## src/rtl/game_pkg.sv

```systemverilog
////////////////////////////////////////
// game sequencing and ball speed types
////////////////////////////////////////

package game_pkg;

    localparam int speed_w = 10;  // wide enough for any speed-up run

    // INIT is the reset state and lasts a single cycle
    typedef enum logic [2:0] {
        INIT,
        IDLE,       // demo with both paddles following the ball
        START,      // serve position held
        PLAY,
        POINT_END   // ball left the screen and all is frozen
    } game_state_t;

    // pixels moved per frame
    typedef logic [speed_w-1:0] speed_t;

endpackage

```

## src/rtl/display_pkg.sv

```systemverilog
////////////////////////////////////////
// display types shared by the raster,
// motion and render blocks
////////////////////////////////////////

package display_pkg;

    localparam int cord_w   = 10;  // screen coordinate bits
    localparam int colour_w = 4;   // bits per colour channel

    // screen position, x or y
    typedef logic [cord_w-1:0] cord_t;

    // one channel of the 12-bit DVI colour
    typedef logic [colour_w-1:0] colour_t;

endpackage
```

## src/rtl/top_pong.sv

```systemverilog
////////////////////////////////////////
// Pong game core for 12-bit DVI
////////////////////////////////////////

module top_pong import display_pkg::*, game_pkg::*; #(
    parameter int h_res        = 640,
    parameter int v_res        = 480,
    parameter int h_full       = 800,
    parameter int v_full       = 525,
    parameter int h_sync_start = h_res + (h_full - h_res) / 10,
    parameter int h_sync_end   = h_sync_start + (h_full - h_res) * 3 / 5,
    parameter int v_sync_start = v_res + (v_full - v_res) * 2 / 9,
    parameter int v_sync_end   = v_sync_start + 2,
    parameter int deb_cycles   = 2**17,
    parameter int b_size       = 8,
    parameter int p_h          = 40,
    parameter int p_w          = 10,
    parameter int p_sp         = 4,
    parameter int p_offs       = 32,
    parameter int speed_step   = 5
) (
    input  logic    clk_pix,
    input  logic    rst_n,
    input  logic    btn_up,
    input  logic    btn_dn,
    input  logic    btn_ctrl,
    output logic    dvi_hsync,
    output logic    dvi_vsync,
    output logic    dvi_de,
    output colour_t dvi_r,
    output colour_t dvi_g,
    output colour_t dvi_b
);

    cord_t       sx, sy, bx, by, p1y, p2y;
    logic        hsync, vsync, de, animate;
    logic        move_up, move_dn, ctrl_rel;
    logic        lft_col, rgt_col, p1_col, p2_col;
    game_state_t state;

    display_timings #(
        .h_res(h_res), .v_res(v_res), .h_full(h_full), .v_full(v_full),
        .h_sync_start(h_sync_start), .h_sync_end(h_sync_end),
        .v_sync_start(v_sync_start), .v_sync_end(v_sync_end)
    ) i_timings (
        .clk_pix, .rst_n, .sx, .sy, .hsync, .vsync, .de, .animate
    );

    debounce #(.deb_cycles(deb_cycles)) i_deb_up (
        .clk_pix, .rst_n, .btn(btn_up), .level(move_up), .rel()
    );

    debounce #(.deb_cycles(deb_cycles)) i_deb_dn (
        .clk_pix, .rst_n, .btn(btn_dn), .level(move_dn), .rel()
    );

    debounce #(.deb_cycles(deb_cycles)) i_deb_ctrl (
        .clk_pix, .rst_n, .btn(btn_ctrl), .level(), .rel(ctrl_rel)
    );

    game_fsm i_fsm (
        .clk_pix, .rst_n, .ctrl_rel, .lft_col, .rgt_col, .state
    );

    paddle_motion #(
        .v_res(v_res), .p_h(p_h), .p_sp(p_sp), .b_size(b_size)
    ) i_paddles (
        .clk_pix, .rst_n, .animate, .move_up, .move_dn, .state, .by, .p1y, .p2y
    );

    ball_motion #(
        .h_res(h_res), .v_res(v_res), .b_size(b_size), .p_h(p_h),
        .speed_step(speed_step)
    ) i_ball (
        .clk_pix, .rst_n, .animate, .p1_col, .p2_col, .state, .p1y,
        .bx, .by, .lft_col, .rgt_col
    );

    pixel_render #(
        .h_res(h_res), .b_size(b_size), .p_h(p_h), .p_w(p_w), .p_offs(p_offs)
    ) i_render (
        .clk_pix, .rst_n, .animate, .de, .sx, .sy, .bx, .by, .p1y, .p2y,
        .hsync_in(hsync), .vsync_in(vsync), .p1_col, .p2_col,
        .dvi_hsync, .dvi_vsync, .dvi_de, .dvi_r, .dvi_g, .dvi_b
    );

endmodule

```

## src/rtl/pixel_render.sv

```systemverilog
////////////////////////////////////////
// object coverage, paddle hit latches
// and registered DVI outputs
////////////////////////////////////////

module pixel_render import display_pkg::*; #(
    parameter int h_res  = 640,
    parameter int b_size = 8,
    parameter int p_h    = 40,
    parameter int p_w    = 10,
    parameter int p_offs = 32
) (
    input  logic    clk_pix,
    input  logic    rst_n,
    input  logic    animate,
    input  logic    de,
    input  cord_t   sx,
    input  cord_t   sy,
    input  cord_t   bx,
    input  cord_t   by,
    input  cord_t   p1y,
    input  cord_t   p2y,
    input  logic    hsync_in,
    input  logic    vsync_in,
    output logic    p1_col,
    output logic    p2_col,
    output logic    dvi_hsync,
    output logic    dvi_vsync,
    output logic    dvi_de,
    output colour_t dvi_r,
    output colour_t dvi_g,
    output colour_t dvi_b
);

    localparam colour_t white = '1;

    logic b_draw, p1_draw, p2_draw, lit;

    assign b_draw  = (sx >= bx) && (sx < bx + b_size) && (sy >= by) && (sy < by + b_size);
    assign p1_draw = (sx >= p_offs) && (sx < p_offs + p_w)
                  && (sy >= p1y) && (sy < p1y + p_h);
    assign p2_draw = (sx >= h_res - p_offs - p_w) && (sx < h_res - p_offs)
                  && (sy >= p2y) && (sy < p2y + p_h);
    assign lit     = de && (b_draw || p1_draw || p2_draw);

    // overlap seen this frame and read by the ball at the next animate
    always_ff @(posedge clk_pix or negedge rst_n) begin
        if (!rst_n) begin
            p1_col <= 1'b0;
            p2_col <= 1'b0;
        end else if (animate) begin
            p1_col <= 1'b0;
            p2_col <= 1'b0;
        end else if (b_draw) begin
            if (p1_draw) p1_col <= 1'b1;
            if (p2_draw) p2_col <= 1'b1;
        end
    end

    always_ff @(posedge clk_pix or negedge rst_n) begin
        if (!rst_n) begin
            dvi_hsync <= 1'b1;
            dvi_vsync <= 1'b1;
            dvi_de    <= 1'b0;
            dvi_r     <= '0;
            dvi_g     <= '0;
            dvi_b     <= '0;
        end else begin
            dvi_hsync <= hsync_in;
            dvi_vsync <= vsync_in;
            dvi_de    <= de;
            dvi_r     <= lit ? white : '0;  // monochrome
            dvi_g     <= lit ? white : '0;
            dvi_b     <= lit ? white : '0;
        end
    end

endmodule

```

## src/rtl/ball_motion.sv

```systemverilog
////////////////////////////////////////
// ball position, bounces, speed-up and
// left or right edge scoring
////////////////////////////////////////

module ball_motion import display_pkg::*, game_pkg::*; #(
    parameter int h_res      = 640,
    parameter int v_res      = 480,
    parameter int b_size     = 8,
    parameter int p_h        = 40,
    parameter int speed_step = 5
) (
    input  logic        clk_pix,
    input  logic        rst_n,
    input  logic        animate,
    input  logic        p1_col,
    input  logic        p2_col,
    input  game_state_t state,
    input  cord_t       p1y,
    output cord_t       bx,
    output cord_t       by,
    output logic        lft_col,
    output logic        rgt_col
);

    localparam cord_t bx_mid = cord_t'((h_res - b_size) / 2);
    localparam cord_t by_mid = cord_t'((v_res - b_size) / 2);
    localparam int    hit_w  = $clog2(speed_step + 1);
    localparam logic [hit_w-1:0] hit_last = hit_w'(speed_step - 1);

    speed_t           spx, spy;  // pixels per frame
    logic             dx, dy;    // 0 is right / down
    logic [hit_w-1:0] hit_cnt;   // hits since last speed-up

    // speed for demo and serve, then faster every speed_step hits
    always_ff @(posedge clk_pix or negedge rst_n) begin
        if (!rst_n) begin
            spx     <= speed_t'(6);
            spy     <= speed_t'(4);
            hit_cnt <= '0;
        end else if (state == INIT) begin
            spx     <= speed_t'(6);
            spy     <= speed_t'(4);
            hit_cnt <= '0;
        end else if (state == START) begin
            spx     <= speed_t'(4);
            spy     <= speed_t'(2);
            hit_cnt <= '0;
        end else if (state == PLAY && animate && (p1_col || p2_col)) begin
            if (hit_cnt == hit_last) begin
                spx     <= spx + 1'b1;
                spy     <= spy + 1'b1;
                hit_cnt <= '0;
            end else begin
                hit_cnt <= hit_cnt + 1'b1;
            end
        end
    end

    always_ff @(posedge clk_pix or negedge rst_n) begin
        if (!rst_n) begin
            bx      <= bx_mid;
            by      <= by_mid;
            dx      <= 1'b0;
            dy      <= 1'b0;
            lft_col <= 1'b0;
            rgt_col <= 1'b0;
        end else if (state == INIT || state == START) begin
            bx      <= bx_mid;
            by      <= by_mid;
            dx      <= 1'b0;  // serve towards paddle 2
            dy      <= ~dy;   // toggles until serve to vary the angle
            lft_col <= 1'b0;
            rgt_col <= 1'b0;
        end else if (animate && state != POINT_END) begin
            if (p1_col) begin
                dx <= 1'b0;
                bx <= bx + spx;
                dy <= (by + b_size/2 < p1y + p_h/2);  // upper half sends it up
            end else if (p2_col) begin
                dx <= 1'b1;
                bx <= bx - spx;
                dy <= (by + b_size/2 < p1y + p_h/2);
            end else if (bx >= h_res - (spx + b_size)) begin
                rgt_col <= 1'b1;
            end else if (bx < spx) begin
                lft_col <= 1'b1;
            end else begin
                bx <= dx ? bx - spx : bx + spx;
            end

            if (by >= v_res - (spy + b_size)) begin  // bottom edge
                dy <= 1'b1;
                by <= by - spy;
            end else if (by < spy) begin  // top edge
                dy <= 1'b0;
                by <= by + spy;
            end else begin
                by <= dy ? by - spy : by + spy;
            end
        end
    end

endmodule

```

## src/rtl/paddle_motion.sv

```systemverilog
////////////////////////////////////////
// player and computer paddle positions
////////////////////////////////////////

module paddle_motion import display_pkg::*, game_pkg::*; #(
    parameter int v_res  = 480,
    parameter int p_h    = 40,
    parameter int p_sp   = 4,
    parameter int b_size = 8
) (
    input  logic        clk_pix,
    input  logic        rst_n,
    input  logic        animate,
    input  logic        move_up,
    input  logic        move_dn,
    input  game_state_t state,
    input  cord_t       by,
    output cord_t       p1y,
    output cord_t       p2y
);

    localparam cord_t p_mid = cord_t'((v_res - p_h) / 2);  // serve position
    localparam cord_t step  = cord_t'(p_sp);

    // computer control chases the ball centre with a half-step dead band
    function automatic cord_t follow(input cord_t py, input cord_t ball_y);
        cord_t res;
        res = py;
        if (py + p_h/2 + p_sp/2 < ball_y + b_size/2) begin
            if (py < v_res - (p_h + p_sp/2)) res = py + step;
        end else if (py + p_h/2 > ball_y + b_size/2 + p_sp/2) begin
            if (py > step) res = py - step;
        end
        return res;
    endfunction

    always_ff @(posedge clk_pix or negedge rst_n) begin
        if (!rst_n) begin
            p1y <= p_mid;
            p2y <= p_mid;
        end else if (state == INIT || state == START) begin
            p1y <= p_mid;
            p2y <= p_mid;
        end else if (animate && state != POINT_END) begin
            if (state == PLAY) begin  // player has paddle 1
                if (move_up && p1y > step) begin
                    p1y <= p1y - step;
                end else if (move_dn && p1y < v_res - (p_h + p_sp)) begin
                    p1y <= p1y + step;
                end
            end else begin  // demo
                p1y <= follow(p1y, by);
                p2y <= follow(p2y, by);
            end
        end
    end

endmodule

```

## src/rtl/game_fsm.sv

```systemverilog
////////////////////////////////////////
// demo, serve, play and point sequencer
////////////////////////////////////////

module game_fsm import game_pkg::*; (
    input  logic        clk_pix,
    input  logic        rst_n,
    input  logic        ctrl_rel,
    input  logic        lft_col,
    input  logic        rgt_col,
    output game_state_t state
);

    game_state_t state_next;

    always_comb begin
        case (state)
            INIT:      state_next = IDLE;
            IDLE:      state_next = ctrl_rel ? START : IDLE;
            START:     state_next = ctrl_rel ? PLAY : START;
            PLAY:      state_next = (lft_col || rgt_col) ? POINT_END : PLAY;
            POINT_END: state_next = ctrl_rel ? START : POINT_END;
            default:   state_next = INIT;
        endcase
    end

    always_ff @(posedge clk_pix or negedge rst_n) begin
        if (!rst_n) begin
            state <= INIT;
        end else begin
            state <= state_next;
        end
    end

endmodule

```

## src/rtl/debounce.sv

```systemverilog
////////////////////////////////////////
// button synchroniser and debouncer
////////////////////////////////////////

module debounce #(
    parameter int deb_cycles = 2**17
) (
    input  logic clk_pix,
    input  logic rst_n,
    input  logic btn,
    output logic level,
    output logic rel
);

    localparam int cnt_w = $clog2(deb_cycles + 1);
    localparam logic [cnt_w-1:0] cnt_last = cnt_w'(deb_cycles - 1);

    logic             btn_q1, btn_q2;  // two-flop synchroniser
    logic [cnt_w-1:0] cnt;             // cycles the input has differed

    always_ff @(posedge clk_pix or negedge rst_n) begin
        if (!rst_n) begin
            btn_q1 <= 1'b0;
            btn_q2 <= 1'b0;
            cnt    <= '0;
            level  <= 1'b0;
            rel    <= 1'b0;
        end else begin
            btn_q1 <= btn;
            btn_q2 <= btn_q1;
            rel    <= 1'b0;
            if (btn_q2 == level) begin
                cnt <= '0;  // input back at the accepted level
            end else if (cnt == cnt_last) begin
                cnt   <= '0;
                level <= btn_q2;
                rel   <= level;  // falling accepted level
            end else begin
                cnt <= cnt + 1'b1;
            end
        end
    end

endmodule

```

## src/rtl/display_timings.sv

```systemverilog
////////////////////////////////////////
// raster counters with sync, data
// enable and the per-frame strobe
////////////////////////////////////////

module display_timings import display_pkg::*; #(
    parameter int h_res        = 640,
    parameter int v_res        = 480,
    parameter int h_full       = 800,
    parameter int v_full       = 525,
    parameter int h_sync_start = 656,
    parameter int h_sync_end   = 752,
    parameter int v_sync_start = 490,
    parameter int v_sync_end   = 492
) (
    input  logic  clk_pix,
    input  logic  rst_n,
    output cord_t sx,
    output cord_t sy,
    output logic  hsync,
    output logic  vsync,
    output logic  de,
    output logic  animate
);

    always_ff @(posedge clk_pix or negedge rst_n) begin
        if (!rst_n) begin
            sx <= '0;
            sy <= '0;
        end else if (sx == cord_t'(h_full - 1)) begin
            sx <= '0;
            sy <= (sy == cord_t'(v_full - 1)) ? '0 : sy + 1'b1;  // next line
        end else begin
            sx <= sx + 1'b1;
        end
    end

    // decoded straight from the counters
    assign hsync   = ~(sx >= h_sync_start && sx < h_sync_end);  // active low
    assign vsync   = ~(sy >= v_sync_start && sy < v_sync_end);
    assign de      = (sx < h_res) && (sy < v_res);
    assign animate = (sy == cord_t'(v_res)) && (sx == '0);  // start of vblank

endmodule

```

## config.mk

```make
export PLATFORM = sky130hd
export DESIGN_NAME = top_pong
export DESIGN_NICKNAME = d
export VERILOG_FILES = /design/src/rtl/game_pkg.sv /design/src/rtl/display_pkg.sv /design/src/rtl/top_pong.sv /design/src/rtl/pixel_render.sv /design/src/rtl/ball_motion.sv /design/src/rtl/paddle_motion.sv /design/src/rtl/game_fsm.sv /design/src/rtl/debounce.sv /design/src/rtl/display_timings.sv
export SDC_FILE = /design/constraint.sdc
export NUM_CORES = 1
export LEC_CHECK = 0
export BUFFER_PORTS_ARGS = -buffer_cell sky130_fd_sc_hd__buf_2
export CAP_MARGIN = 20
export CELL_PAD_IN_SITES_DETAIL_PLACEMENT = 1
export CELL_PAD_IN_SITES_GLOBAL_PLACEMENT = 2
export CORE_MARGIN = 2
export CORE_UTILIZATION = 37
export CTS_CLUSTER_SIZE = 30
export DETAILED_ROUTE_END_ITERATION = 7
export MAX_ROUTING_LAYER = met4
export PLACE_DENSITY_LB_ADDON = 0.1
export SLEW_MARGIN = 20
export SYNTH_ARGS = -nofsm -noshare
export SYNTH_HDL_FRONTEND = slang
export SYNTH_SLANG_ARGS = --single-unit
```

## constraint.sdc

```tcl
create_clock -name clk_pix -period 3.4 [get_ports clk_pix]
set_input_delay 0.68 -clock clk_pix [delete_from_list [all_inputs] [get_ports clk_pix]]
set_output_delay 0.68 -clock clk_pix [all_outputs]
set_load 0.01 [all_outputs]
```

==> impl_metrics.csv <==
group,metric,value,unit
outcome,run_status,"complete, but fails checks",
logic_synthesis,synth_fp_nets,1823,
finish,syn2layout_area_growth,25.96,%
logic_synthesis,syn_area_per_cell,8.713,sq um
finish,drive_above_1_share,25.12,%
timing,max_freq,0.2775,GHz
logic_synthesis,synthDistinctLibCells,83,
finish,final_common_cell,"buf_4",
global_routing,first_global_vias,13108,
worst_setup_path,startpoint_type,"register",
finish,nets,2028,
global_routing,grt.total_usage,22.93,%
worst_setup_path,reg2reg_to,"i_paddles.p1y[6]$_DFFE_PN1P_",
die,dieHeight,198.9,um
run,maxCapViolations,0,
worst_setup_path,critical_path_class,"reg2reg",
logic_synthesis,synth_fa_ha_area_share,18.46,%
worst_setup_path,worstPathMaxFanout,6,
timing,worst_pin_slew,0.6905,ns
timing,min_period,3.603,ns
logic_synthesis,muxShareOfSynthArea,2.421,%
power,vdd_ir_drop_max,0.3271,mV
route,drt_iter0_drc,343,
power,p_seq_share,48.3,%
route,first_pass_iters,5,
global_routing,grt_max_degree,61,
worst_setup_path,slowest_delay,0.60,ns
placed_design,place_hpwl,32.78,mm
logic_synthesis,synth_top_family_by_area,"simple AND/OR/NAND/NOR gates",
worst_setup_path,arrival,3.96,ns
power,finalPower,3.897,mW
logic_synthesis,yosysSeqAreaShare,28.00,%
cts,htreeDepth,4,
timing,hold_viol_final,0,
timing,relSlewSlack,53.38,%
logic_synthesis,synth-compound-area-share,15.94,%
route,vias_per_cell,5.291,
worst_setup_path,reg2reg_from,"i_ball.by[3]$_DFFE_PN1P_",
cts,clockRootBuffer,"clkbuf_16",
logic_synthesis,synth_cells,1613,
worst_setup_path,reg2reg_slack,-0.20,ns
timing,slew_violations,0,
die,fp.dieW,198.9,um
global_routing,antenna_found_initial,0,
route,wirelength,42.64,mm
logic_synthesis,synth_ff_type,"dfrtp_1",
die,core_area,37580,sq um
die,ioPinCount,20,
finish,antennaDiodeCount,0,
timing,rsz0062_at_grt,"true",
worst_setup_path,startpoint,"i_ball.by[3]$_DFFE_PN1P_",
cts,numCtsBuffers,17,
finish,fill_cells,4364,
logic_synthesis,ys_warn_count,0,
die,start_util,37.40,%
cts,cts_tree,"done",
logic_synthesis,synth-seq-cells,156,
hold_path,hp-class,"in2async",
power,combPwrFrac,1.9,%
logic_synthesis,yosys.area_share.simple,19.12,%
logic_synthesis,synth_async_sr_flop_share,100.0,%
timing,setup_ws,-0.2034,ns
placed_design,port_buffers,19,
worst_setup_path,worstPathCellList,"ha_4 > nand3_4 > or3_4 > xnor2_4 > buf_6 > a31oi_2 > ha_1 > nand4b_1 > or3_1 > o211ai_1 > a21oi_2 > mux2i_4 > buf_6 > a21boi_4 > buf_4 > a211oi_2 > a211oi_2",
cts,clock_sinks,156,
timing,whs,0.2183,ns
finish,most-common-layout-cells,"207 x buf_4, 189 x ha_1, 145 x nor2_1",
logic_synthesis,synth-edff-count,0,
global_routing,grt_pass1_wl,69.51,mm
power,p_leak,8.074,nW
power,power.density,220.1,nW/um^2
timing,fin_crit_sh,106.0,%
route,wire_per_inst,18.20,um
route,antenna_left,0,
power,p_sw_share,22.40,%
worst_setup_path,r2r_cells,17,
die,die_area,39560,sq um
worst_setup_path,end_kind,"register",
logic_synthesis,synth_xor_area_share,10.47,%
timing,setup_violations,24,
route,vias,12392,
power,clock_power_share,49.8,%
logic_synthesis,synth_area,14050,sq um
cts,clk_pin_slew,0.07,ns
power,power.internal,3.024,mW
global_routing,grt_overflow,0,
die,num_rows,71,
worst_setup_path,slowest_stage,"dfstp_2",
cts,clkLatencyLatePin,0.44,ns
timing,skew,0.008831,ns
worst_setup_path,required,3.76,ns
outcome,violations,"setup timing",
placed_design,gp_congestion,0.8871,
power,p_switching,0.8729,mW
route,drcViolationCount,0,
cts,clockBufferDepth,2,
==> Yosys cell counts (6+ instances only) <==
library cell | number | area share (%)
a2111oi_0 | 6 | 0.37
nor3_1 | 31 | 1.1
nand3b_1 | 6 | 0.32
nand2_1 | 88 | 2.4
nor4_1 | 12 | 0.53
a211oi_1 | 25 | 1.3
buf_4 | 14 | 0.75
xnor2_1 | 129 | 8.0
a31oi_1 | 18 | 0.80
clkbuf_1 | 40 | 1.1
nand2b_1 | 12 | 0.53
dfrtp_1 | 131 | 23
nor3_2 | 7 | 0.50
o211ai_1 | 9 | 0.48
o21ai_0 | 74 | 2.6
mux2i_1 | 25 | 1.8
or4_1 | 6 | 0.32
mux2_2 | 8 | 0.64
dfstp_2 | 25 | 4.7
ha_1 | 201 | 18
and2_1 | 7 | 0.31
or3_1 | 21 | 0.93
xor2_1 | 39 | 2.4
o21a_1 | 27 | 1.4
nor2b_1 | 14 | 0.62
a21o_1 | 20 | 1.1
and4_1 | 7 | 0.44
and3_1 | 21 | 0.93
inv_1 | 116 | 3.1
o31ai_1 | 9 | 0.48
o21bai_1 | 7 | 0.37
or2_2 | 10 | 0.45
nand3_1 | 61 | 2.2
buf_2 | 6 | 0.21
nand4_1 | 38 | 1.7
nor2_1 | 151 | 4.0
a21oi_1 | 91 | 3.2
o22ai_1 | 11 | 0.49
==> registers in the layout, indices dropped and copies added, names as in the netlist, 3 cells and up <==
register,cells
i_ball.bx,10
i_ball.by,10
i_ball.hit_cnt,3
i_ball.spx,10
i_ball.spy,10
i_deb_ctrl.cnt,18
i_deb_dn.cnt,18
i_deb_up.cnt,18
i_fsm.state,3
i_paddles.p1y,8
i_paddles.p2y,8
i_timings.sx,10
i_timings.sy,10
==> kinds of logic after synthesis <==
kind of cell             after synthesis
AO/OA/AOI/OAI                        346
XOR/XNOR                             168
adder cells (fa/ha/maj)              205
buffers and inverters                187
flip-flops                           156
multiplexers                          33
AND/OR/NAND/NOR                      518
==> cell type report <==
type / instances / area, sq um / share of cell area, %
Clock buffer: 22 / 474.2 / 2.679
Clock inverter: 10 / 113.9 / 0.6432
Inverter: 120 / 455.4 / 2.573
Multi-Input combinational cell: 1272 / 10120 / 57.16
Sequential cell: 156 / 3939 / 22.25
Tap cell: 511 / 639.4 / 3.612
Timing Repair Buffer: 251 / 1963 / 11.09
==> routing by layer <==
| metal | part of all wire, % | global-route usage (%) | vias to the layer above | wire length (um) |
|---|---|---|---|---|
| li1 | - | - | 6130 | - |
| met1 | 47 | 28.81 | 6140 | 20040 |
| met2 | 50 | 39.03 | 79 | 21170 |
| met3 | 1.4 | 2.815 | 43 | 578 |
| met4 | 2.0 | 5.970 | 0 | 854 |
| met5 | 0 | - | - | 0 |
==> timing repair <==
item                                    in CTS  in global routing
hold buffers                                 0                  0
pin swaps                                   42                 53
gates resized for setup                     71                 84
gates cloned                                 3                  0
endpoints found under the setup margin      35                 36
buffers inserted                            13                 18
==> metrics by stage <==
| stage | instances | instance area, sq um | setup slack (ns) | utilization (%) | setup TNS, ns |
|---|---|---|---|---|---|
| 2_1_floorplan | 1613 | 14180 | -0.03085 | - | -0.03085 |
| 3_3_place_gp | 2277 | 16110 | -0.2381 | 42.87 | -3.174 |
| 3_5_place_dp | 2277 | 16110 | -0.2892 | 42.87 | -6.687 |
| 4_1_cts | 2325 | 17170 | -0.1357 | 45.70 | -1.665 |
| 5_1_grt | 2342 | 17700 | -0.3367 | 47.11 | -7.877 |
| 6_report | 2342 | 17700 | -0.2034 | 47.11 | -2.360 |
==> worst max-delay path by stage <==
stage,end,slack [ns],cells past startpoint
after floorplan,i_paddles.p2y[8]$_DFFE_PN0P_,-0.03,15
after global placement,i_ball.by[9]$_DFFE_PN0P_,-0.24,17
after detailed placement,i_paddles.p2y[6]$_DFFE_PN1P_,-0.29,15
after CTS,i_paddles.p1y[9]$_DFFE_PN0P_,-0.14,16
after global routing,i_paddles.p1y[5]$_DFFE_PN0P_,-0.34,17
final,i_paddles.p1y[6]$_DFFE_PN1P_,-0.20,17
==> worst max-delay path: cells and delay by family (launching register included) <==
family | cells | cell delay [ns]
buffers and inverters | 3 | 0.44
xor gates and xnor gates | 1 | 0.20
and+or+nand+nor | 4 | 0.96
AOI/OAI and AO/OA | 6 | 0.63
muxes | 1 | 0.21
adders and majority gates | 2 | 0.50
DFF | 1 | 0.60
==> power groups by stage <==
stage	Clock [mW]	Sequential [mW]	Combinational, mW
2_1_floorplan	0	1.91	0.0247
3_3_place_gp	0	1.91	0.0786
3_5_place_dp	0	1.91	0.0799
4_1_cts	2.01	1.88	0.0803
5_1_grt	2.08	1.88	0.0885
6_report	1.94	1.88	0.0741
Note: power is estimated with default switching activity, not from simulation.
